**config.mk**
```make
export PLATFORM = sky130hd
export DESIGN_NAME = next_pc_unit
export DESIGN_NICKNAME = d
export VERILOG_FILES = /design/src/source/bp_pkg.sv /design/src/source/next_pc_unit.sv
export SDC_FILE = /design/constraint.sdc
export NUM_CORES = 1
export LEC_CHECK = 0
export BUFFER_PORTS_ARGS = -buffer_cell sky130_fd_sc_hd__buf_2
export CAP_MARGIN = 20
export CORE_MARGIN = 5
export CORE_UTILIZATION = 40
export DETAILED_ROUTE_END_ITERATION = 12
export PLACE_DENSITY = 0.62
export SLEW_MARGIN = 5
export SYNTH_ARGS = -nofsm -noshare
export SYNTH_HDL_FRONTEND = slang
export SYNTH_SLANG_ARGS = --single-unit
```
**constraint.sdc**
```tcl
create_clock -name vclk -period 4.8
set_input_delay 0.24 -clock vclk [all_inputs]
set_output_delay 0.24 -clock vclk [all_outputs]
set_load 0.01 [all_outputs]
```
**src/source/bp_pkg.sv**
```systemverilog
package bp_pkg;

    localparam int XLEN           = 32;
    localparam int PHT_INDEX_BITS = 12;
    localparam int PHT_DEPTH      = 1 << PHT_INDEX_BITS;
    localparam int PHT_INDEX_LSB  = 2;  // pc[1:0] is always zero for rv32i

    typedef logic [1:0]                ctr_t;   // 0 snt, 1 wnt, 2 wt, 3 st
    typedef logic [PHT_INDEX_BITS-1:0] pht_index_t;

    localparam ctr_t CTR_RESET = 2'd0;  // strongly not taken

    typedef enum logic [1:0] {
        CLS_NONE = 2'd0,
        CLS_JAL  = 2'd1,
        CLS_JALR = 2'd2,
        CLS_COND = 2'd3
    } br_class_t;

    localparam logic [2:0] F3_BEQ  = 3'b000;
    localparam logic [2:0] F3_BNE  = 3'b001;
    localparam logic [2:0] F3_BLT  = 3'b100;
    localparam logic [2:0] F3_BGE  = 3'b101;
    localparam logic [2:0] F3_BLTU = 3'b110;
    localparam logic [2:0] F3_BGEU = 3'b111;

    typedef struct packed {
        logic [XLEN-1:0] pc;
        logic [XLEN-1:0] imm;
        logic [XLEN-1:0] rs1_data;  // only used by jalr
        br_class_t       cls;
    } fetch_req_t;

    typedef struct packed {
        logic            taken;
        logic [XLEN-1:0] next_pc;
    } pred_t;

    typedef struct packed {
        logic [XLEN-1:0] pc;
        logic [XLEN-1:0] imm;
        logic [XLEN-1:0] rs1_data;
        logic [XLEN-1:0] rs2_data;
        logic [2:0]      funct3;
        br_class_t       cls;
        logic            predicted_taken;  // carried down from fetch
    } resolve_req_t;

    typedef struct packed {
        logic            mispredict;
        logic [XLEN-1:0] pc;
    } redirect_t;

    typedef struct packed {
        logic       valid;
        pht_index_t index;
        logic       taken;
    } train_t;

    // next pc for a given class and direction, shared by fetch and execute
    function automatic logic [XLEN-1:0] calc_next_pc(
        input br_class_t       cls,
        input logic [XLEN-1:0] pc,
        input logic [XLEN-1:0] imm,
        input logic [XLEN-1:0] rs1_data,
        input logic            taken
    );
        logic [XLEN-1:0] npc;
        case (cls)
            CLS_JAL:  npc = pc + imm;
            CLS_JALR: npc = (rs1_data + imm) & ~XLEN'(1);  // jalr drops bit 0
            CLS_COND: npc = taken ? pc + imm : pc + XLEN'(4);
            default:  npc = pc + XLEN'(4);
        endcase
        return npc;
    endfunction

endpackage

```
**src/source/next_pc_unit.sv**
```systemverilog
`timescale 1ns/100ps

module next_pc_unit (
    input  logic                fetch_valid,
    input  bp_pkg::fetch_req_t  fetch,
    input  logic                ready,
    output bp_pkg::pht_index_t  rd_index,
    input  bp_pkg::ctr_t        rd_ctr,
    output logic                pred_valid,
    output bp_pkg::pred_t       pred
);

    import bp_pkg::*;

    logic pred_taken;

    // pc[13:2] picks the counter, upper bits alias
    assign rd_index = fetch.pc[PHT_INDEX_LSB +: PHT_INDEX_BITS];

    always_comb begin
        case (fetch.cls)
            CLS_JAL,
            CLS_JALR: pred_taken = 1'b1;
            CLS_COND: pred_taken = rd_ctr[1];  // weakly or strongly taken
            default:  pred_taken = 1'b0;
        endcase
    end

    assign pred_valid   = fetch_valid && ready;
    assign pred.taken   = pred_taken;
    assign pred.next_pc = calc_next_pc(fetch.cls, fetch.pc, fetch.imm,
                                       fetch.rs1_data, pred_taken);

endmodule

```
Yosys cells after proc, flatten, opt, wreduce, memory -nomap -nowiden. Index checks and enable logic that the tools add are counted.

Logic and storage cells: 11. Input bits: 102. Register bits after elaboration: 0.

Add/sub/neg operators: 3. Eq/ne operators: 3. Reduce and logical (&&, ||, !) cells: 2. Multiplexer cells: 3.

Operators by type and width (count): 32-bit case mux with 3 select lines (1); 32-bit adder (2); 32-bit by 3-bit adder with 32-bit output, second input constant (1); 32-bit two-way mux (1); 2-bit equality test, second input constant (2); 2-bit by 1-bit equality test with 1-bit output, second input constant (1); 1-bit case mux with 2 select lines (1); 2-bit OR reduction (1); 1-bit logical AND (1).

Longest topological paths before layout.
Depth in word-level cells: 5. Depth in mapped cells: 12. Mapped depth without buffers: 12.

Least setup slack after synthesis. Ideal clock, no wire load.

Path type: in2out. From: input port fetch[43] (netlist name). To: output port pred[31] (netlist name). Setup slack: 2161 ps. Data arrival time: 2399 ps. Buffers on the path: 0. Cell stages on the path: 10. Path through: ha_1 > or2_1 > a21oi_2 > a21oi_2 > o41a_1 > a21oi_2 > o221ai_2 > a221oi_2 > mux2i_1 > nand3_1.

RTL lines: start: declaration (line next_pc_unit.sv:5) `input bp_pkg::fetch_req_t fetch,`; end: declaration (line next_pc_unit.sv:10) `output bp_pkg::pred_t pred`.

==> results.tsv <==
stage	metric	value	unit
outcome	status	finished clean	
cells_and_area	n_clock_buffer	0	
clock_tree	hold_buffers	0	
global_routing	grt_pass1_wl	25.1	mm
sta	setup_viol	0	
cells_and_area	antennaDiodeCount	0	
yosys	ys_warn_count	0	
sta	min_period	3.41	ns
yosys	netlist_instances	645	
min_path	worstHoldStart	fetch[72]	
drt	finalWirelength	16.1	mm
cells_and_area	mostFrequentLayoutCells	147 x buf_2, 66 x ha_1, 54 x a21oi_1	
placement	dp_hpwl	13.3	mm
yosys	ys_types	63	
clock_tree	post_cts_buffers	0	
placement	gp_congestion	0.883	
setup_path	cp_max_fo	6	
pwr	power_leakage	0.00252	µW
placement	dp_slack	1.45	ns
setup_path	end_kind	output pin	
floorplan	core	10900	µm²
cells_and_area	final_common_cell	buf_2	
cells_and_area	numSequentialCells	0	
yosys	synth_area	4500	µm²
sta	drv_slew	0	
global_routing	antenna_found_initial	0	
pwr	intPower	313	µW
cells_and_area	nNetsFinal	934	
floorplan	start_util	0.412	
min_path	hold_path.class	primary input to output pin	
min_path	whs_path_depth	2	
pwr	p_comb_frac	1.000	
clock_tree	cts_resized	0	
sta	setup_slack	1.39	ns
sta	max-slew-margin-rel	0.425	
pwr	seq_power_share	0	
setup_path	cp-start-kind	primary input	
floorplan	die_x	116	µm
sta	worstMarginPinSlew	0.863	ns
sta	post-route-period-util	0.711	
drt	post_drt_wl_per_cell	17.9	µm
drt	dr.pass1.iters	5	
global_routing	grt_max_degree	23	
floorplan	fp.dieH	116	µm
sta	fmax	0.293	GHz
global_routing	grtUsageTotal	0.223	
cells_and_area	fin_util	0.481	
global_routing	overflow	0	
setup_path	crit_arrival	3.17	ns
drt	drt_iter0_markers	353	
pwr	clock_power_share	0	
drt	drc	0	
pwr	switching_share	0.576	
sta	hold_viol_final	0	
cells_and_area	final_area	5270	µm²
drt	postRouteAntennaNets	0	
sta	finalSetupTns	0	ns
sta	grt_setup_unrepaired	false	
placement	io_buffers	147	
run	max_cap_violations	0	
drt	routed-via-count	5423	
pwr	powerDensity	140	nW/µm²
floorplan	rows	38	
drt	drt-vias-per-instance	6.01	
placement	placed_area	5270	µm²
floorplan	dieArea	13500	µm²
min_path	hold_end	rd_index[4]	
setup_path	crit_type	primary input to output pin	
global_routing	grt_pass1_vias	5321	
cells_and_area	drive_gt1_frac	0.218	
setup_path	cp.required	4.56	ns
pwr	p_switching	426	µW
yosys	synth.avg_cell_area	6.98	µm²
cells_and_area	seq_area	0	µm²
cells_and_area	area_delta_synth_final	16.9	%
yosys	synth_seq_area_share	0	
yosys	syn-num-nets	815	
pwr	totalPowerFinal	739	µW
floorplan	io_pins	148	
pwr	ir_worst_vdd	56.3	µV
==> per-layer routing <==
layer | share of wire | GRT usage | routed length, µm | up-vias
met5 | 0 | 0 | 0 | -
met4 | 0.022 | 0.0518 | 350 | 0
met3 | 0.071 | 0.0192 | 1140 | 29
met2 | 0.45 | 0.392 | 7340 | 218
met1 | 0.45 | 0.297 | 7300 | 2516
li1 | - | - | - | 2660
==> cells by family after synthesis <==
| kind of cell | count (synthesis) | share of synthesized area |
|---|---|---|
| AO/OA/AOI/OAI | 234 | 0.359 |
| XOR/XNOR | 79 | 0.154 |
| adder cells (fa/ha/maj) | 68 | 0.192 |
| buffers and inverters | 48 | 0.0508 |
| multiplexers | 6 | 0.0139 |
| AND/OR/NAND/NOR | 210 | 0.231 |
==> cell usage after synthesis (4+ instances only) <==
library cell / n / area [µm²]
nand2_1: 46 / 173
o21bai_1: 8 / 60.1
nor2_1: 52 / 195
nand2b_1: 16 / 100
nor3b_1: 4 / 30.0
mux2i_1: 4 / 40.0
inv_1: 15 / 56.3
buf_4: 13 / 97.6
ha_1: 66 / 826
nor3_1: 9 / 45.0
o21a_1: 4 / 30.0
xor2_1: 42 / 368
a21oi_2: 6 / 52.6
a21oi_1: 54 / 270
clkbuf_1: 18 / 67.6
o22ai_1: 15 / 93.8
a22oi_1: 13 / 97.6
a211oi_1: 4 / 30.0
a31oi_1: 11 / 68.8
a211o_1: 4 / 35.0
and3_1: 16 / 100
o21ai_0: 25 / 125
o221ai_1: 8 / 70.1
o21ai_1: 7 / 35.0
a21o_1: 35 / 263
nand3_1: 25 / 125
and2_1: 8 / 50.1
nor2b_1: 11 / 68.8
or3_1: 4 / 25.0
o211ai_1: 5 / 37.5
xnor2_1: 37 / 324
a32oi_1: 5 / 43.8
nand4_1: 10 / 62.6
==> layout make-up <==
| type | instances | area [µm²] |
|---|---|---|
| multi-input cells | 597 | 4280 |
| fillers | 1162 | 5670 |
| well taps | 140 | 175 |
| inverters | 15 | 56.3 |
| repair buffers | 150 | 758 |
==> through the flow <==
stage / instances / hold slack, ns
global placement: 902 / 0.741
finish: 902 / 0.749
floorplan: 645 / 0.572
detailed placement: 902 / 0.745
global route: 902 / 0.755
CTS: 902 / 0.745
==> power groups by stage <==
stage / Sequential, µW / Clock (µW) / Combinational (µW)
global route: 0 / 0 / 812
finish: 0 / 0 / 739
global placement: 0 / 0 / 719
CTS: 0 / 0 / 732
detailed placement: 0 / 0 / 727
floorplan: 0 / 0 / 503
==> worst max-delay path, stage by stage <==
cell and delay, ns:
buf_2 0.12, ha_1 0.35, and3_1 0.24, a22oi_1 0.16
a21boi_2 0.43, o31ai_1 0.20, a21o_1 0.27, a2111oi_4 0.49
or3_1 0.17, a21oi_1 0.08, a211o_1 0.27, buf_2 0.14
==> worst max path at each step <==
stage | from | endpoint | slack (ns) | cells after the start
floorplan | fetch[43] | pred[31] | 2.16 | 10
CTS | fetch[40] | pred[27] | 1.44 | 12
detailed placement | fetch[40] | pred[27] | 1.45 | 12
global placement | fetch[34] | pred[28] | 1.52 | 14
finish | fetch[40] | pred[27] | 1.39 | 12
global route | fetch[34] | pred[28] | 1.21 | 14
(Power assumes the default switching activity.)
