## src/source/bp_pkg.sv

```systemverilog
package bp_pkg;

    localparam int XLEN           = 32;
    localparam int PHT_INDEX_BITS = 12;
    localparam int PHT_DEPTH      = 1 << PHT_INDEX_BITS;
    localparam int PHT_INDEX_LSB  = 2;  // pc[1:0] is always zero for rv32i

    typedef logic [1:0]                ctr_t;   // 0 snt, 1 wnt, 2 wt, 3 st
    typedef logic [PHT_INDEX_BITS-1:0] pht_index_t;

    localparam ctr_t CTR_RESET = 2'd0;  // strongly not taken

    typedef enum logic [1:0] {
        CLS_NONE = 2'd0,
        CLS_JAL  = 2'd1,
        CLS_JALR = 2'd2,
        CLS_COND = 2'd3
    } br_class_t;

    localparam logic [2:0] F3_BEQ  = 3'b000;
    localparam logic [2:0] F3_BNE  = 3'b001;
    localparam logic [2:0] F3_BLT  = 3'b100;
    localparam logic [2:0] F3_BGE  = 3'b101;
    localparam logic [2:0] F3_BLTU = 3'b110;
    localparam logic [2:0] F3_BGEU = 3'b111;

    typedef struct packed {
        logic [XLEN-1:0] pc;
        logic [XLEN-1:0] imm;
        logic [XLEN-1:0] rs1_data;  // only used by jalr
        br_class_t       cls;
    } fetch_req_t;

    typedef struct packed {
        logic            taken;
        logic [XLEN-1:0] next_pc;
    } pred_t;

    typedef struct packed {
        logic [XLEN-1:0] pc;
        logic [XLEN-1:0] imm;
        logic [XLEN-1:0] rs1_data;
        logic [XLEN-1:0] rs2_data;
        logic [2:0]      funct3;
        br_class_t       cls;
        logic            predicted_taken;  // carried down from fetch
    } resolve_req_t;

    typedef struct packed {
        logic            mispredict;
        logic [XLEN-1:0] pc;
    } redirect_t;

    typedef struct packed {
        logic       valid;
        pht_index_t index;
        logic       taken;
    } train_t;

    // next pc for a given class and direction, shared by fetch and execute
    function automatic logic [XLEN-1:0] calc_next_pc(
        input br_class_t       cls,
        input logic [XLEN-1:0] pc,
        input logic [XLEN-1:0] imm,
        input logic [XLEN-1:0] rs1_data,
        input logic            taken
    );
        logic [XLEN-1:0] npc;
        case (cls)
            CLS_JAL:  npc = pc + imm;
            CLS_JALR: npc = (rs1_data + imm) & ~XLEN'(1);  // jalr drops bit 0
            CLS_COND: npc = taken ? pc + imm : pc + XLEN'(4);
            default:  npc = pc + XLEN'(4);
        endcase
        return npc;
    endfunction

endpackage

```

## src/source/branch_resolver.sv

```systemverilog
`timescale 1ns/100ps

module branch_resolver (
    input  logic                  resolve_valid,
    input  bp_pkg::resolve_req_t  resolve,
    input  logic                  ready,
    output logic                  redirect_valid,
    output bp_pkg::redirect_t     redirect,
    output bp_pkg::train_t        train
);

    import bp_pkg::*;

    logic            fire;
    logic            cond_taken;
    logic            actual_taken;
    logic            eq;
    logic            lt_s;
    logic            lt_u;
    logic [XLEN-1:0] actual_pc;

    assign fire = resolve_valid && ready;  // strobes before ready are dropped

    assign eq   = (resolve.rs1_data == resolve.rs2_data);
    assign lt_s = ($signed(resolve.rs1_data) < $signed(resolve.rs2_data));
    assign lt_u = (resolve.rs1_data < resolve.rs2_data);

    always_comb begin
        case (resolve.funct3)
            F3_BEQ:  cond_taken = eq;
            F3_BNE:  cond_taken = !eq;
            F3_BLT:  cond_taken = lt_s;
            F3_BGE:  cond_taken = !lt_s;
            F3_BLTU: cond_taken = lt_u;
            F3_BGEU: cond_taken = !lt_u;
            default: cond_taken = 1'b0;  // 010 and 011 are not branches
        endcase
    end

    // jumps always go, plain instructions never do
    always_comb begin
        case (resolve.cls)
            CLS_JAL,
            CLS_JALR: actual_taken = 1'b1;
            CLS_COND: actual_taken = cond_taken;
            default:  actual_taken = 1'b0;
        endcase
    end

    assign actual_pc = calc_next_pc(resolve.cls, resolve.pc, resolve.imm,
                                    resolve.rs1_data, actual_taken);

    assign redirect_valid      = fire;
    assign redirect.mispredict = (actual_taken != resolve.predicted_taken);
    assign redirect.pc         = actual_pc;

    assign train.valid = fire && (resolve.cls == CLS_COND);  // only counters for branches
    assign train.index = resolve.pc[PHT_INDEX_LSB +: PHT_INDEX_BITS];
    assign train.taken = actual_taken;

endmodule

```

## config.mk

```make
export PLATFORM = sky130hd
export DESIGN_NAME = branch_resolver
export DESIGN_NICKNAME = d
export VERILOG_FILES = /design/src/source/bp_pkg.sv /design/src/source/branch_resolver.sv
export SDC_FILE = /design/constraint.sdc
export NUM_CORES = 1
export LEC_CHECK = 0
export BUFFER_PORTS_ARGS = -buffer_cell sky130_fd_sc_hd__buf_2
export CAP_MARGIN = 20
export CORE_MARGIN = 2
export CORE_UTILIZATION = 49
export DETAILED_ROUTE_END_ITERATION = 7
export GPL_TIMING_DRIVEN = 0
export PLACE_DENSITY = 0.81
export SLEW_MARGIN = 40
export SYNTH_ARGS = -nofsm -noshare
export SYNTH_HDL_FRONTEND = slang
export SYNTH_SLANG_ARGS = --single-unit
```

## constraint.sdc

```tcl
create_clock -name vclk -period 2.65
set_input_delay 0 -clock vclk [all_inputs]
set_output_delay 0 -clock vclk [all_outputs]
set_load 0.01 [all_outputs]
```

After elaboration in Yosys (flattened, before gate mapping)

Index checks and enable logic that the tools add are counted.

Bits in writable memories: 0
Output and inout bits: 48
ROM bits: 0
Memories: 0
Bits of input ports: 136
Bits in latches: 0
Bits in registers: 0

Multiplexer cells: 4
Divide/modulo/power cells: 0
$mul: 0
$lt $le $gt $ge: 2
Bitwise logic cells: 0
Equal/unequal tests: 10
Shifts and indexed selects: 0
Reductions and logical operators: 7
Add/subtract/negate cells: 3

Operators with widths:

| kind                    | number |
|---|---|
| $pmux W32 S3            | 1 |
| $add A32 B32 Y32        | 2 |
| $lt A32 B32 Y1          | 2 |
| $add A32 B3 Y32 const B | 1 |
| $eq A32 B32 Y1          | 1 |
| $mux W32                | 1 |
| $eq A3 B3 Y1 const B    | 4 |
| $pmux W1 S6             | 1 |
| $eq A2 B2 Y1 const B    | 2 |
| $eq A3 B1 Y1 const B    | 1 |
| $logic_not A1 Y1        | 3 |
| $logic_not A3 Y1        | 1 |
| $eq A2 B1 Y1 const B    | 1 |
| $logic_and A1 B1 Y1     | 2 |
| $pmux W1 S2             | 1 |
| $reduce_or A2 Y1        | 1 |
| $ne A1 B1 Y1            | 1 |

Logic depth before layout (Yosys ltp)

Depth after elaboration: 6
Gate-level depth with buffers: 12

Worst setup path after synthesis

Ideal clock, no wire load.

Kind: input-to-output
Start: input port resolve[70] in the netlist's numbering
End: output port redirect[24] in the netlist's numbering
Setup slack: -31 ps
Data required time: 2650 ps
Buffers on the path: 0
Stages on the path: 11
Arrival time: 2681 ps
Path through: ha_1 > fa_1 > a211oi_1 > o21ai_0 > o21a_1 > o21ai_0 > o21bai_1 > o41ai_1 > o21ai_0 > o311a_1 > a211o_1

RTL lines:

| what            | line                 | source |
|---|---|---|
| start, declared | branch_resolver.sv:5 | `input bp_pkg::resolve_req_t resolve,` |
| end, declared   | branch_resolver.sv:8 | `output bp_pkg::redirect_t redirect,` |

==> impl_results.md <==
- Seq_cells: 0
- Cell taking the most area after synthesis: ha_1
- Comb pwr share: 1.000
- Layout clock buffers: 0
- Vias in the first global route: 6399
- Post-synth cell types: 65
- Internal Power: 851 µW
- Core ar.: about 10000 µm²
- Avg Vias per Cell: 6.32
- Die H: between 100 and 150 µm
- Via count: 6898
- Area occupied by multi-input gates: between 5000 and 6000 µm²
- Worst Tran Pin Value: 843 ps
- Gate Count Post-Synth: around 740
- Routed Antenna Nets: 0
- Share of post-route cells with drive strength above 1: 0.355
- Critical Path End Type: primary output
- Largest net degree at the start of global routing: 11
- Final min period: between 2000 and 3000 ps
- Synth area leaders: ha_1, xnor2_1, a21oi_1, xor2_1, nand2_1
- WL final: slightly above 20000 µm
- Die X: 107 µm
- Rows: 37
- CP max FO: 7
- Max-Cap Viols: 0
- NetSw: around 1000 µW
- Per-cell routed wire length: 19.0 µm
- Final setup viols: 30
- Syn_nets: between 900 and 1000
- Final period util: 1.09
- Initial cell density of the core: 0.505
- Worst endpoint data arrival time: 2880 ps
- Net count, final: 1193
- Kind of critical path: primary input to primary output
- Cell Area, Placed: ~6300 µm²
- Port buffer count: 184
- Min Hold Slack: 285 ps
- DRT Pass-1 Iters: 5
- Register cell area after layout: 0 µm²
- Hold buffer count at CTS: 0
- Required @ worst endpoint: 2650 ps
- Clock share of power: 0
- Yosys top cell area share: 0.234
- Final WS setup: -230 ps
- Status: complete, but fails checks
- Post-Syn Area per Cell: 7.03 µm²
- Final instance area: 7550 µm²
- Critical path launch point type: primary input
- PD cells: 248 nW/µm²
- GR Util met3: 0.0254
- Ant. Diodes: 0
- Die footprint: roughly 12000 µm²
- IO Pins: 184
- P_leak: 0.00344 µW
- RSZ-0062 raised after global routing: true
- Flop pwr share: 0
- FMAX: 0.347 GHz
- First-pass GRT wire length: 30500 µm
- DRC violations left: 0
- Fillers: 830
- Min-Delay Path Class: primary input to primary output
- Relative slew slack: 0.438
- Initial antenna violation count: 0
- Post-Syn Area: around 5200 µm²
- Gr ovfl total: 0
- GRT met1 Usage: 0.407
- Initial DRC count: 539
- Global routing's busiest layer: met2
- VDD IR max: 0.146 mV
- Gr usage total: 0.325
- Hold Vio Cnt, Final: 0
- Failing checks: negative setup slack
- Met2 Use GR: 0.587
- Synth warn: 0
- GPL Wtd Cong: 0.939
- Final slew viol count: 0
- Post-synthesis sequential area ratio: 0
- Hpwl dp: 15000 µm
- P&R area growth vs syn: 44.3%
- Sw frac: 0.545
-- timing repair --
| item | 4_1_cts | 5_1_grt |
|---|---|---|
| endpoints found under the hold margin | 0 | 0 |
| setup endpoints to repair | 33 | 34 |
| gates cloned | 1 | 1 |
| pin swaps | 34 | 29 |
| setup buffers | 17 | 8 |
| gates resized for setup | 145 | 50 |
-- layer usage --
layer | vias up | part of all wire
met5 | - | 0
met4 | 0 | 0.039
met3 | 73 | 0.083
met2 | 389 | 0.48
met1 | 3191 | 0.39
li1 | 3245 | -
-- cells in the mapped netlist (14+ instances only) --
| cell | n |
|---|---|
| a21o_1 | 26 |
| a21oi_1 | 76 |
| buf_4 | 14 |
| ha_1 | 98 |
| inv_1 | 55 |
| nand2_1 | 67 |
| nand3_1 | 26 |
| nand4_1 | 15 |
| nor2_1 | 32 |
| o211ai_1 | 15 |
| o21ai_0 | 38 |
| o22ai_1 | 15 |
| xnor2_1 | 44 |
| xor2_1 | 38 |
-- cells by family after synthesis --
group	after synthesis	share of synthesized area
adders and majority gates	100	0.242
AOI/OAI and AO/OA	275	0.351
muxes	1	0.00191
xor gates and xnor gates	82	0.137
buffers and inverters	83	0.0720
and+or+nand+nor	203	0.196
-- worst paths after layout --
check,start,end,cells past startpoint
min,resolve[0],redirect[32],3
max,resolve[19],redirect[16],13
-- placed cells by master (no fill, tap or decap), types with 5 or more instances in the layout --
cell type / synthesis / layout
buf_2: 4 / 148
ha_1: 98 / 73
a21oi_1: 76 / 72
nand2_1: 67 / 65
xnor2_1: 44 / 44
buf_6: 1 / 39
xor2_1: 38 / 38
inv_1: 55 / 34
buf_4: 14 / 34
o21ai_0: 38 / 33
nor2_1: 32 / 31
nand3_1: 26 / 26
a21o_1: 26 / 26
ha_4: 0 / 25
inv_2: 0 / 19
nand4_1: 15 / 15
o211ai_1: 15 / 15
nand2b_1: 11 / 10
nor3_1: 12 / 10
a211oi_1: 12 / 10
o22ai_1: 15 / 10
o21a_1: 9 / 9
clkbuf_1: 9 / 9
and3_1: 9 / 9
o21bai_1: 9 / 9
a22oi_2: 0 / 9
and2_1: 7 / 7
a211o_1: 7 / 7
buf_8: 0 / 6
a31oi_1: 7 / 5
o22ai_2: 0 / 5
o221ai_4: 0 / 5
o221ai_2: 0 / 5
or3_1: 5 / 5
-- per-stage QoR --
stage | TNS [ps] | power (µW) | cells | setup slack [ps] | utilization
2_1_floorplan | 0 | 998 | 744 | 88.5 | -
3_3_place_gp | -14270 | 1450 | 1064 | -637 | 0.611
3_5_place_dp | -14930 | 1470 | 1064 | -665 | 0.611
4_1_cts | -3740 | 1670 | 1082 | -226 | 0.694
5_1_grt | -7380 | 2010 | 1091 | -336 | 0.729
6_report | -3950 | 1870 | 1091 | -230 | 0.729
-- cell type report --
cell class / instances / share of cell area
plain buffers: 28 / 0.0291
well taps: 136 / 0.0225
repair buffers: 211 / 0.186
multi-input cells: 661 / 0.735
inverters: 55 / 0.0280
-- worst max-delay path, cell delays in order --
cell      delay, ps
buf_2            80
inv_2            40
ha_4            260
nand4_1         150
or4_4           460
o221a_4         300
o2111a_1        290
nor4_4          350
o21bai_2        120
and2_1          160
buf_6           140
a221o_1         360
buf_2           150
-- power groups by stage --
| stage | Clock (µW) | Combinational (µW) | Sequential, µW |
|---|---|---|---|
| 6_report | 0 | 1870 | 0 |
| 5_1_grt | 0 | 2010 | 0 |
| 2_1_floorplan | 0 | 998 | 0 |
| 3_3_place_gp | 0 | 1450 | 0 |
| 4_1_cts | 0 | 1670 | 0 |
| 3_5_place_dp | 0 | 1470 | 0 |
Power figures use the tool's default switching activity.
