<file path="src/source/bp_pkg.sv">
package bp_pkg;

    localparam int XLEN           = 32;
    localparam int PHT_INDEX_BITS = 12;
    localparam int PHT_DEPTH      = 1 << PHT_INDEX_BITS;
    localparam int PHT_INDEX_LSB  = 2;  // pc[1:0] is always zero for rv32i

    typedef logic [1:0]                ctr_t;   // 0 snt, 1 wnt, 2 wt, 3 st
    typedef logic [PHT_INDEX_BITS-1:0] pht_index_t;

    localparam ctr_t CTR_RESET = 2'd0;  // strongly not taken

    typedef enum logic [1:0] {
        CLS_NONE = 2'd0,
        CLS_JAL  = 2'd1,
        CLS_JALR = 2'd2,
        CLS_COND = 2'd3
    } br_class_t;

    localparam logic [2:0] F3_BEQ  = 3'b000;
    localparam logic [2:0] F3_BNE  = 3'b001;
    localparam logic [2:0] F3_BLT  = 3'b100;
    localparam logic [2:0] F3_BGE  = 3'b101;
    localparam logic [2:0] F3_BLTU = 3'b110;
    localparam logic [2:0] F3_BGEU = 3'b111;

    typedef struct packed {
        logic [XLEN-1:0] pc;
        logic [XLEN-1:0] imm;
        logic [XLEN-1:0] rs1_data;  // only used by jalr
        br_class_t       cls;
    } fetch_req_t;

    typedef struct packed {
        logic            taken;
        logic [XLEN-1:0] next_pc;
    } pred_t;

    typedef struct packed {
        logic [XLEN-1:0] pc;
        logic [XLEN-1:0] imm;
        logic [XLEN-1:0] rs1_data;
        logic [XLEN-1:0] rs2_data;
        logic [2:0]      funct3;
        br_class_t       cls;
        logic            predicted_taken;  // carried down from fetch
    } resolve_req_t;

    typedef struct packed {
        logic            mispredict;
        logic [XLEN-1:0] pc;
    } redirect_t;

    typedef struct packed {
        logic       valid;
        pht_index_t index;
        logic       taken;
    } train_t;

    // next pc for a given class and direction, shared by fetch and execute
    function automatic logic [XLEN-1:0] calc_next_pc(
        input br_class_t       cls,
        input logic [XLEN-1:0] pc,
        input logic [XLEN-1:0] imm,
        input logic [XLEN-1:0] rs1_data,
        input logic            taken
    );
        logic [XLEN-1:0] npc;
        case (cls)
            CLS_JAL:  npc = pc + imm;
            CLS_JALR: npc = (rs1_data + imm) & ~XLEN'(1);  // jalr drops bit 0
            CLS_COND: npc = taken ? pc + imm : pc + XLEN'(4);
            default:  npc = pc + XLEN'(4);
        endcase
        return npc;
    endfunction

endpackage

</file>
<file path="src/source/bht_index_counter.sv">
`timescale 1ns/100ps

module bht_index_counter (
    input  logic                clk,
    input  logic                rst,
    input  logic                clearing,
    output bp_pkg::pht_index_t  clear_index,
    output logic                last
);

    import bp_pkg::*;

    localparam pht_index_t LAST_INDEX = pht_index_t'(PHT_DEPTH - 1);

    pht_index_t index_q;

    // wraps back to zero after the last entry, then holds there
    always_ff @(posedge clk) begin
        if (rst) begin
            index_q <= '0;
        end else if (clearing) begin
            index_q <= index_q + pht_index_t'(1);
        end
    end

    assign clear_index = index_q;
    assign last        = clearing && (index_q == LAST_INDEX);

endmodule

</file>
<file path="config.mk">
export PLATFORM = sky130hd
export DESIGN_NAME = bht_index_counter
export DESIGN_NICKNAME = d
export VERILOG_FILES = /design/src/source/bp_pkg.sv /design/src/source/bht_index_counter.sv
export SDC_FILE = /design/constraint.sdc
export NUM_CORES = 1
export LEC_CHECK = 0
export ABC_CLOCK_PERIOD_IN_PS = 3200
export BUFFER_PORTS_ARGS = -buffer_cell sky130_fd_sc_hd__buf_2
export CORE_MARGIN = 10
export CORE_UTILIZATION = 35
export DETAILED_ROUTE_END_ITERATION = 12
export PLACE_DENSITY_LB_ADDON = 0.15
export RECOVER_POWER = 50
export SYNTH_ARGS = -nofsm -noshare
export SYNTH_HDL_FRONTEND = slang
export SYNTH_SLANG_ARGS = --single-unit
</file>
<file path="constraint.sdc">
create_clock -name clk -period 3.2 [get_ports clk]
set_input_delay 0.48 -clock clk [delete_from_list [all_inputs] [get_ports clk]]
set_output_delay 0.48 -clock clk [all_outputs]
set_load 0.01 [all_outputs]
</file>
Yosys cells after proc, flatten, opt, wreduce, memory -nomap -nowiden
Index checks and enable logic that the tools add are counted.
{ "totals": {"regBits": 12, "latchBits": 0, "ram_bits": 0, "romBits": 0, "elab_cells": 4, "mem_count": 0} }
{ "op_classes": {"add_sub_neg": 1, "mul": 0, "div_mod_pow": 0, "magnitude_cmp": 0, "eq_ne": 1, "n_shift": 0, "muxes": 0, "bitwise": 0, "reduce_logical": 1} }
{ "op_table": {"columns": ["op", "n"], "rows": [
  ["$add 12x1->12 const B", 1],
  ["$eq 12x12->1 const B", 1],
  ["$logic_and 1x1->1", 1]
]} }

Logic depth before layout (Yosys ltp)
Gate-level depths: netlist (run 1).
{ "depth": {"word_depth": 2, "mapped_depth": 4} }

Least setup slack after synthesis (run 1)
OpenSTA, ideal clock, no wires.
{ "synth_path": {"path_kind": "register to output", "from": "reg index_q[0] (netlist: clear_index[0])", "to": "out last", "t_arrival_ps": 1206, "t_required_ps": 2720, "setup_slack_ps": 1514, "stages_incl_launch_ff": 4, "path_buffers": 0, "cell_sequence": "dfxtp_1 ha_1 nand3_1 nor4_1"} }
{ "synth_between": {"elab_chain_cells": 2} }
{ "synth_rtl": {"columns": ["item", "line", "rtl"], "rows": [
  ["start: declaration", "bht_index_counter.sv:15", "pht_index_t index_q;"],
  ["start signal: assignment", "bht_index_counter.sv:22", "index_q <= index_q + pht_index_t'(1);"],
  ["$eq 12x12->1", "bht_index_counter.sv:27", "assign last = clearing && (index_q == LAST_INDEX);"],
  ["$logic_and 1x1->1", "bht_index_counter.sv:27", null],
  ["end: declaration", "bht_index_counter.sv:8", "output logic last"]
]} }
Every way passes these cells.

Final worst setup path (run 1)
Same ends and word-level chain as after synthesis.

==> impl_metrics.prom, run 1 <==
# TYPE chip_impl_metric gauge
chip_impl_info{name="outcome",value="complete, no violations"} 1
chip_impl_metric{name="synth-edff-count",unit=""} 0
chip_impl_metric{name="synthCells",unit=""} 60
chip_impl_metric{name="port_buffers",unit=""} 15
chip_impl_metric{name="diodes",unit=""} 0
chip_impl_metric{name="met3_usage",unit=""} 0.0487
chip_impl_metric{name="core_ar",unit="um^2"} 1510
chip_impl_metric{name="clkTransAtPathRegs",unit="ns"} 0.07
chip_impl_info{name="path_class",value="flop to primary output"} 1
chip_impl_metric{name="net_count_of_the_mapped_netlist",unit=""} 64
chip_impl_metric{name="timing.final.hold_violations",unit=""} 0
chip_impl_metric{name="timing.critical_path.required",unit="ns"} 2.72
chip_impl_metric{name="grt_overflow_total",unit=""} 0
chip_impl_metric{name="fin_crit",unit="ns"} 1.92
chip_impl_metric{name="p_leak",unit="nW"} 0.229
chip_impl_info{name="timing.critical_path.to_type",value="primary output"} 1
chip_impl_metric{name="finalCritPeriodShare",unit=""} 0.599
chip_impl_metric{name="io_pins",unit=""} 16
chip_impl_metric{name="power.total",unit="W"} 0.000256
chip_impl_metric{name="vias_per_cell",unit=""} 5.30
chip_impl_metric{name="clk_latency",unit="ns"} 0.26
chip_impl_metric{name="synth.distinct_cells",unit=""} 21
chip_impl_metric{name="dieArea",unit="um^2"} 3560
chip_impl_metric{name="clock_skew",unit="ns"} 0.00556
chip_impl_metric{name="post-route-worst-setup-slack",unit="ns"} 1.28
chip_impl_metric{name="setup_tns",unit="ns"} 0
chip_impl_metric{name="preCtsSetupSlack",unit="ns"} 1.49
chip_impl_metric{name="timing.reg2reg.setup_slack",unit="ns"} 1.72
chip_impl_metric{name="cap_violations",unit=""} 0
chip_impl_info{name="holdCritPathClass",value="flop to flop"} 1
chip_impl_metric{name="cts_hold_buffers",unit=""} 0
chip_impl_metric{name="initial_utilization",unit=""} 0.366
chip_impl_metric{name="routed-via-count",unit=""} 482
chip_impl_metric{name="drt_iter0_drc",unit=""} 4
chip_impl_metric{name="wl_per_cell",unit="um"} 13.8
chip_impl_metric{name="dp.final_hpwl",unit="um"} 904
chip_impl_info{name="top_usage_layer",value="met2"} 1
chip_impl_metric{name="drt_first_pass_iters",unit=""} 3
chip_impl_metric{name="grt_pass1_wl",unit="um"} 2170
chip_impl_metric{name="cts_max_level",unit=""} 1
chip_impl_info{name="grt_setup_unrepaired",value="false"} 1
chip_impl_metric{name="powerDensity",unit="nW/um^2"} 409
chip_impl_metric{name="layout-drive-gt1-share",unit=""} 0.173
chip_impl_metric{name="dieWidth",unit="um"} 59.7
chip_impl_metric{name="yosysWarnings",unit=""} 0
chip_impl_metric{name="arrival",unit="ns"} 1.44
chip_impl_metric{name="grt_use_met2",unit=""} 0.118
chip_impl_info{name="setup.worst_path.start_class",value="flop"} 1
chip_impl_info{name="leading_cell_types_in_the_layout_fill_and_taps_excluded",value="sky130_fd_sc_hd__dfxtp_1 (12), sky130_fd_sc_hd__buf_2 (9), sky130_fd_sc_hd__a21oi_1 (7)"} 1
chip_impl_metric{name="syn_avg_cell_area",unit="um^2"} 9.20
chip_impl_metric{name="critPathMaxFanout",unit=""} 7
chip_impl_info{name="cts_tree",value="done"} 1
chip_impl_metric{name="slew_at_the_pin_with_the_worst_max_slew_slack",unit="ns"} 0.364
chip_impl_metric{name="gpl.final_weighted_congestion",unit=""} 0.695
chip_impl_metric{name="postCtsSetupRepairBufs",unit=""} 0
chip_impl_metric{name="std_cell_rows",unit=""} 14
chip_impl_metric{name="die_y",unit="um"} 59.7
chip_impl_metric{name="fin_nets",unit=""} 81
chip_impl_info{name="postSynth.topFlopCell",value="sky130_fd_sc_hd__dfxtp_1"} 1
chip_impl_metric{name="postCtsResizedCells",unit=""} 0
chip_impl_metric{name="finalMaxSlewViolations",unit=""} 0
chip_impl_metric{name="yosys_register_bits",unit=""} 12
chip_impl_metric{name="grt_resource_usage_total",unit=""} 0.0799
chip_impl_metric{name="grt_antenna_before_repair",unit=""} 0
chip_impl_metric{name="postRouteAntennaNets",unit=""} 0
chip_impl_metric{name="via_count_of_the_first_global_routing_pass",unit=""} 500
chip_impl_metric{name="detail_route.wirelength",unit="um"} 1260
chip_impl_metric{name="groute.layer.met1.usage",unit=""} 0.0848
chip_impl_metric{name="fmaxAchievable",unit="GHz"} 0.522
chip_impl_metric{name="mappedNetlistArea",unit="um^2"} 552
chip_impl_metric{name="ys_seq_area_frac",unit=""} 0.435
chip_impl_metric{name="largest_register_ff_count",unit=""} 12
chip_impl_metric{name="final_core_utilization",unit=""} 0.416
chip_impl_metric{name="number_of_clock_buffers_inserted_by_tritoncts",unit=""} 3
chip_impl_metric{name="drc_errors",unit=""} 0
chip_impl_metric{name="max-clock-path-buffers",unit=""} 2
chip_impl_metric{name="grt_max_degree",unit=""} 13
chip_impl_metric{name="max-vdd-ir-drop",unit="uV"} 192
chip_impl_metric{name="setup_viol",unit=""} 0
chip_impl_metric{name="syn_to_final_growth",unit="%"} 13.6
chip_impl_info{name="mostFrequentLayoutCell",value="sky130_fd_sc_hd__dfxtp_1"} 1
chip_impl_metric{name="worst_slew_margin_rel",unit=""} 0.756
chip_impl_info{name="clk_tree_root_cell",value="sky130_fd_sc_hd__clkbuf_4"} 1
chip_impl_metric{name="clock-sinks",unit=""} 12
chip_impl_metric{name="postSynth.asyncResetShare",unit=""} 0
-- path summary, 6_finish.rpt --
path / startpoint / to / depth (start not counted)
min: clear_index[10] / clear_index[10] / 2
max reg2reg: clear_index[2] / clear_index[11] / 3
max: clear_index[0] / last / 4
min reg2reg: clear_index[10] / clear_index[10] / 2
-- metrics by stage --
stage	std cells	instance area [um^2]	hold WS, ns
4_1_cts	91	649	0.502
5_1_grt	91	627	0.534
6_report	91	627	0.498
2_1_floorplan	60	552	0.502
3_5_place_dp	88	627	0.493
3_3_place_gp	88	627	0.478
-- Yosys cell counts, types with 2 or more instances --
cell type                 number  share of area
sky130_fd_sc_hd__dfxtp_1      12           0.44
sky130_fd_sc_hd__or4_1         4          0.054
sky130_fd_sc_hd__or3_1         3          0.034
sky130_fd_sc_hd__nand2_1       3          0.020
sky130_fd_sc_hd__nor2_1        5          0.034
sky130_fd_sc_hd__nand4_1       2          0.023
sky130_fd_sc_hd__o31ai_1       4          0.054
sky130_fd_sc_hd__xor2_1        3          0.048
sky130_fd_sc_hd__nand3_1       3          0.027
sky130_fd_sc_hd__a21oi_1       7          0.063
sky130_fd_sc_hd__inv_1         2          0.014
sky130_fd_sc_hd__o21ai_0       3          0.027
-- routing by layer --
layer / vias to the layer above / part of all wire
li1: 256 / -
met1: 215 / 0.44
met2: 9 / 0.46
met3: 2 / 0.085
met4: 0 / 0.014
met5: - / 0
-- critical path, stage by stage (launching register included) --
cell                      delay (ns)
sky130_fd_sc_hd__dfxtp_1        0.39
sky130_fd_sc_hd__ha_1           0.21
sky130_fd_sc_hd__nand3_1        0.20
sky130_fd_sc_hd__nor4_1         0.20
sky130_fd_sc_hd__buf_2          0.17
-- report_power, final --
| group | switching (W) | leakage [nW] | internal, W |
|---|---|---|---|
| registers | 0.00000290 | 0.0970 | 0.000152 |
| clock network | 0.0000439 | 0.0138 | 0.0000434 |
| logic | 0.00000822 | 0.118 | 0.00000595 |
-- kinds of logic (layout without fill, tap and decap cells) --
| family | count (synthesis) | count (layout) | synth area share |
|---|---|---|---|
| xor+xnor | 4 | 4 | 0.0635 |
| compound gates | 14 | 14 | 0.145 |
| simple gates | 23 | 23 | 0.265 |
| buf+inv | 5 | 20 | 0.0499 |
| fa+ha+maj | 1 | 1 | 0.0227 |
| flops | 12 | 12 | 0.435 |
| mux | 1 | 1 | 0.0181 |
-- area by class of cell --
class,instances,area [um^2]
Inverter,2,7.51
Multi-Input combinational cell,43,269
Fill cell,163,880
Clock buffer,3,22.5
Timing Repair Buffer,15,67.6
Sequential cell,12,240
Tap cell,16,20.0
No activity file was read; power rests on OpenSTA's default activity.
==> run 2: changes to the inputs <==
Settings changed: ABC_AREA set to 1, ABC_CLOCK_PERIOD_IN_PS 3200 to 1800.
Clock period 3.2 ns to 1.8 ns, I/O delays scaled along.
==> impl_metrics.prom, run 2 <==
# TYPE chip_impl_metric gauge
chip_impl_info{name="worstHoldStart",value="rst"} 1
chip_impl_metric{name="grt_overflow_total",unit=""} 0
chip_impl_metric{name="via_count_of_the_first_global_routing_pass",unit=""} 538
chip_impl_metric{name="ys_seq_area_frac",unit=""} 0.412
chip_impl_metric{name="cts_hold_buffers",unit=""} 0
chip_impl_metric{name="synth-edff-count",unit=""} 0
chip_impl_metric{name="critPathMaxFanout",unit=""} 4
chip_impl_metric{name="worst_slew_margin_rel",unit=""} 0.824
chip_impl_metric{name="postRouteAntennaNets",unit=""} 0
chip_impl_metric{name="timing.final.hold_violations",unit=""} 0
chip_impl_metric{name="io_pins",unit=""} 16
chip_impl_info{name="path_class",value="flop to primary output"} 1
chip_impl_info{name="cts_tree",value="done"} 1
chip_impl_metric{name="dp.final_hpwl",unit="um"} 1010
chip_impl_metric{name="yosysWarnings",unit=""} 0
chip_impl_info{name="timing.critical_path.to_type",value="primary output"} 1
chip_impl_info{name="crit_chain",value="ha_4, nand3_4, nor2_4, nand4_1, nor2_1, buf_2"} 1
chip_impl_info{name="mostFrequentLayoutCell",value="sky130_fd_sc_hd__nor2_1"} 1
chip_impl_metric{name="setup_tns",unit="ns"} 0
chip_impl_metric{name="grt_pass1_wl",unit="um"} 2300
chip_impl_info{name="setup.worst_path.start_class",value="flop"} 1
chip_impl_metric{name="max-vdd-ir-drop",unit="uV"} 347
chip_impl_info{name="timing.critical_path.max_delay_family",value="simple AND/OR/NAND/NOR gates"} 1
chip_impl_metric{name="slew_at_the_pin_with_the_worst_max_slew_slack",unit="ns"} 0.263
chip_impl_metric{name="drc_errors",unit=""} 0
chip_impl_metric{name="fin_crit",unit="ns"} 1.67
chip_impl_metric{name="dieWidth",unit="um"} 60.8
chip_impl_metric{name="std_cell_rows",unit=""} 14
chip_impl_metric{name="max-clock-path-buffers",unit=""} 2
chip_impl_metric{name="clock_skew",unit="ns"} 0.00232
chip_impl_metric{name="timing.critical_path.required",unit="ns"} 1.53
chip_impl_metric{name="syn_avg_cell_area",unit="um^2"} 6.70
chip_impl_metric{name="routed-via-count",unit=""} 584
chip_impl_info{name="synth_largest_area_cell",value="sky130_fd_sc_hd__dfxtp_1"} 1
chip_impl_info{name="grt_setup_unrepaired",value="false"} 1
chip_impl_info{name="leading_cell_types_in_the_layout_fill_and_taps_excluded",value="sky130_fd_sc_hd__nor2_1 (20), sky130_fd_sc_hd__nand2_1 (19), sky130_fd_sc_hd__buf_2 (15)"} 1
chip_impl_metric{name="whs",unit="ns"} 0.215
chip_impl_metric{name="syn_to_final_growth",unit="%"} 27.5
chip_impl_info{name="postSynth.topFlopCell",value="sky130_fd_sc_hd__dfxtp_1"} 1
chip_impl_metric{name="powerDensity",unit="nW/um^2"} 636
chip_impl_metric{name="net_count_of_the_mapped_netlist",unit=""} 91
chip_impl_metric{name="detail_route.wirelength",unit="um"} 1400
chip_impl_metric{name="initial_utilization",unit=""} 0.378
chip_impl_info{name="outcome",value="complete, no violations"} 1
chip_impl_metric{name="port_buffers",unit=""} 15
chip_impl_metric{name="worstPathBufferInverterCount",unit=""} 1
chip_impl_metric{name="layout-drive-gt1-share",unit=""} 0.283
chip_impl_metric{name="synth.distinct_cells",unit=""} 15
chip_impl_metric{name="vias_per_cell",unit=""} 4.79
chip_impl_metric{name="timing.reg2reg.setup_slack",unit="ns"} 0.62
chip_impl_metric{name="p_leak",unit="nW"} 0.346
chip_impl_info{name="synth.most_common_cell",value="sky130_fd_sc_hd__nor2_1"} 1
chip_impl_metric{name="finalCritPeriodShare",unit=""} 0.926
chip_impl_metric{name="grt_resource_usage_total",unit=""} 0.0819
chip_impl_metric{name="synthCells",unit=""} 87
chip_impl_info{name="regToRegStartpoint",value="clear_index[4]"} 1
chip_impl_metric{name="clock-sinks",unit=""} 12
chip_impl_metric{name="fmaxAchievable",unit="GHz"} 0.600
chip_impl_info{name="netlist_top_cells_count",value="sky130_fd_sc_hd__nor2_1 (21), sky130_fd_sc_hd__nand2_1 (19), sky130_fd_sc_hd__dfxtp_1 (12), sky130_fd_sc_hd__inv_1 (11), sky130_fd_sc_hd__a21oi_1 (5)"} 1
chip_impl_metric{name="netlist.area_leader.share",unit=""} 0.412
chip_impl_metric{name="drt_first_pass_iters",unit=""} 4
chip_impl_metric{name="mappedNetlistArea",unit="um^2"} 583
chip_impl_info{name="startpoint",value="clear_index[0]"} 1
chip_impl_metric{name="wl_per_cell",unit="um"} 11.5
chip_impl_metric{name="dieArea",unit="um^2"} 3700
chip_impl_metric{name="grt_max_degree",unit=""} 10
chip_impl_metric{name="drt_iter0_drc",unit=""} 17
chip_impl_metric{name="core_ar",unit="um^2"} 1540
chip_impl_metric{name="largest_register_ff_count",unit=""} 12
chip_impl_metric{name="yosys_register_bits",unit=""} 12
chip_impl_metric{name="grt_antenna_before_repair",unit=""} 0
chip_impl_metric{name="clkTransAtPathRegs",unit="ns"} 0.07
chip_impl_info{name="worst_path_max_delay_cell",value="sky130_fd_sc_hd__dfxtp_2"} 1
chip_impl_metric{name="gpl.final_weighted_congestion",unit=""} 0.754
chip_impl_metric{name="finalMaxSlewViolations",unit=""} 0
chip_impl_info{name="clk_tree_root_cell",value="sky130_fd_sc_hd__clkbuf_4"} 1
chip_impl_metric{name="cap_violations",unit=""} 0
chip_impl_metric{name="diodes",unit=""} 0
chip_impl_info{name="holdCritPathClass",value="input port to flop"} 1
chip_impl_metric{name="max_stage_delay",unit="ns"} 0.39
chip_impl_metric{name="setup_viol",unit=""} 0
chip_impl_metric{name="cts_max_level",unit=""} 1
chip_impl_metric{name="number_of_clock_buffers_inserted_by_tritoncts",unit=""} 3
chip_impl_metric{name="postSynth.asyncResetShare",unit=""} 0
chip_impl_metric{name="arrival",unit="ns"} 1.40
chip_impl_metric{name="die_y",unit="um"} 60.8
chip_impl_info{name="synth.area.top_cells",value="sky130_fd_sc_hd__dfxtp_1 (41%), sky130_fd_sc_hd__nor2_1 (14%), sky130_fd_sc_hd__nand2_1 (12%)"} 1
chip_impl_metric{name="fin_nets",unit=""} 112
chip_impl_metric{name="clk_latency",unit="ns"} 0.27
[run 2: cell type report]
cell class	instances	area [um^2]
Sequential cell	12	243
Clock buffer	3	22.5
Multi-Input combinational cell	64	334
Fill cell	170	798
Timing Repair Buffer	16	82.6
Inverter	11	41.3
Tap cell	16	20.0
[run 2: per-stage QoR]
stage / instances / power [W] / worst slack, ns / instance area (um^2) / utilization
6_report: 122 / 0.000473 / 0.134 / 743 / 0.482
5_1_grt: 122 / 0.000502 / 0.00962 / 743 / 0.482
4_1_cts: 122 / 0.000473 / 0.0296 / 716 / 0.464
3_5_place_dp: 118 / 0.000310 / 0.250 / 678 / 0.440
3_3_place_gp: 118 / 0.000310 / 0.272 / 678 / 0.440
2_1_floorplan: 87 / 0.000297 / 0.332 / 583 / -
[run 2: where the power goes]
part	internal [W]	switching, W	total (W)
registers	0.000270	0.00000721	0.000278
clock network	0.0000774	0.0000850	0.000162
logic	0.0000137	0.0000192	0.0000329
[run 2: worst paths after layout]
check | end | cells past startpoint
worst min-delay path | clear_index[9] | 2
worst max-delay path | last | 6
worst max register to register | clear_index[11] | 6
worst min register to register | clear_index[8] | 2
[run 2: cells by family after synthesis]
kind of cell	synth area share
buffers and inverters	0.0708
adders and majority gates	0.0215
DFF	0.412
and+or+nand+nor	0.408
AOI/OAI and AO/OA	0.0880
[run 2: metal layers]
metal	up-vias	part of all wire	global-route usage
li1	313	-	-
met1	254	0.45	0.0919
met2	13	0.44	0.121
met3	4	0.099	0.0564
met4	0	0.016	0.0282
met5	-	0	0
[run 2: repair_timing]
item	CTS	global route
endpoints found under the hold margin	0	0
setup buffers	1	0
pin swaps	1	0
endpoints found under the setup margin	1	1
resized for setup	2	6
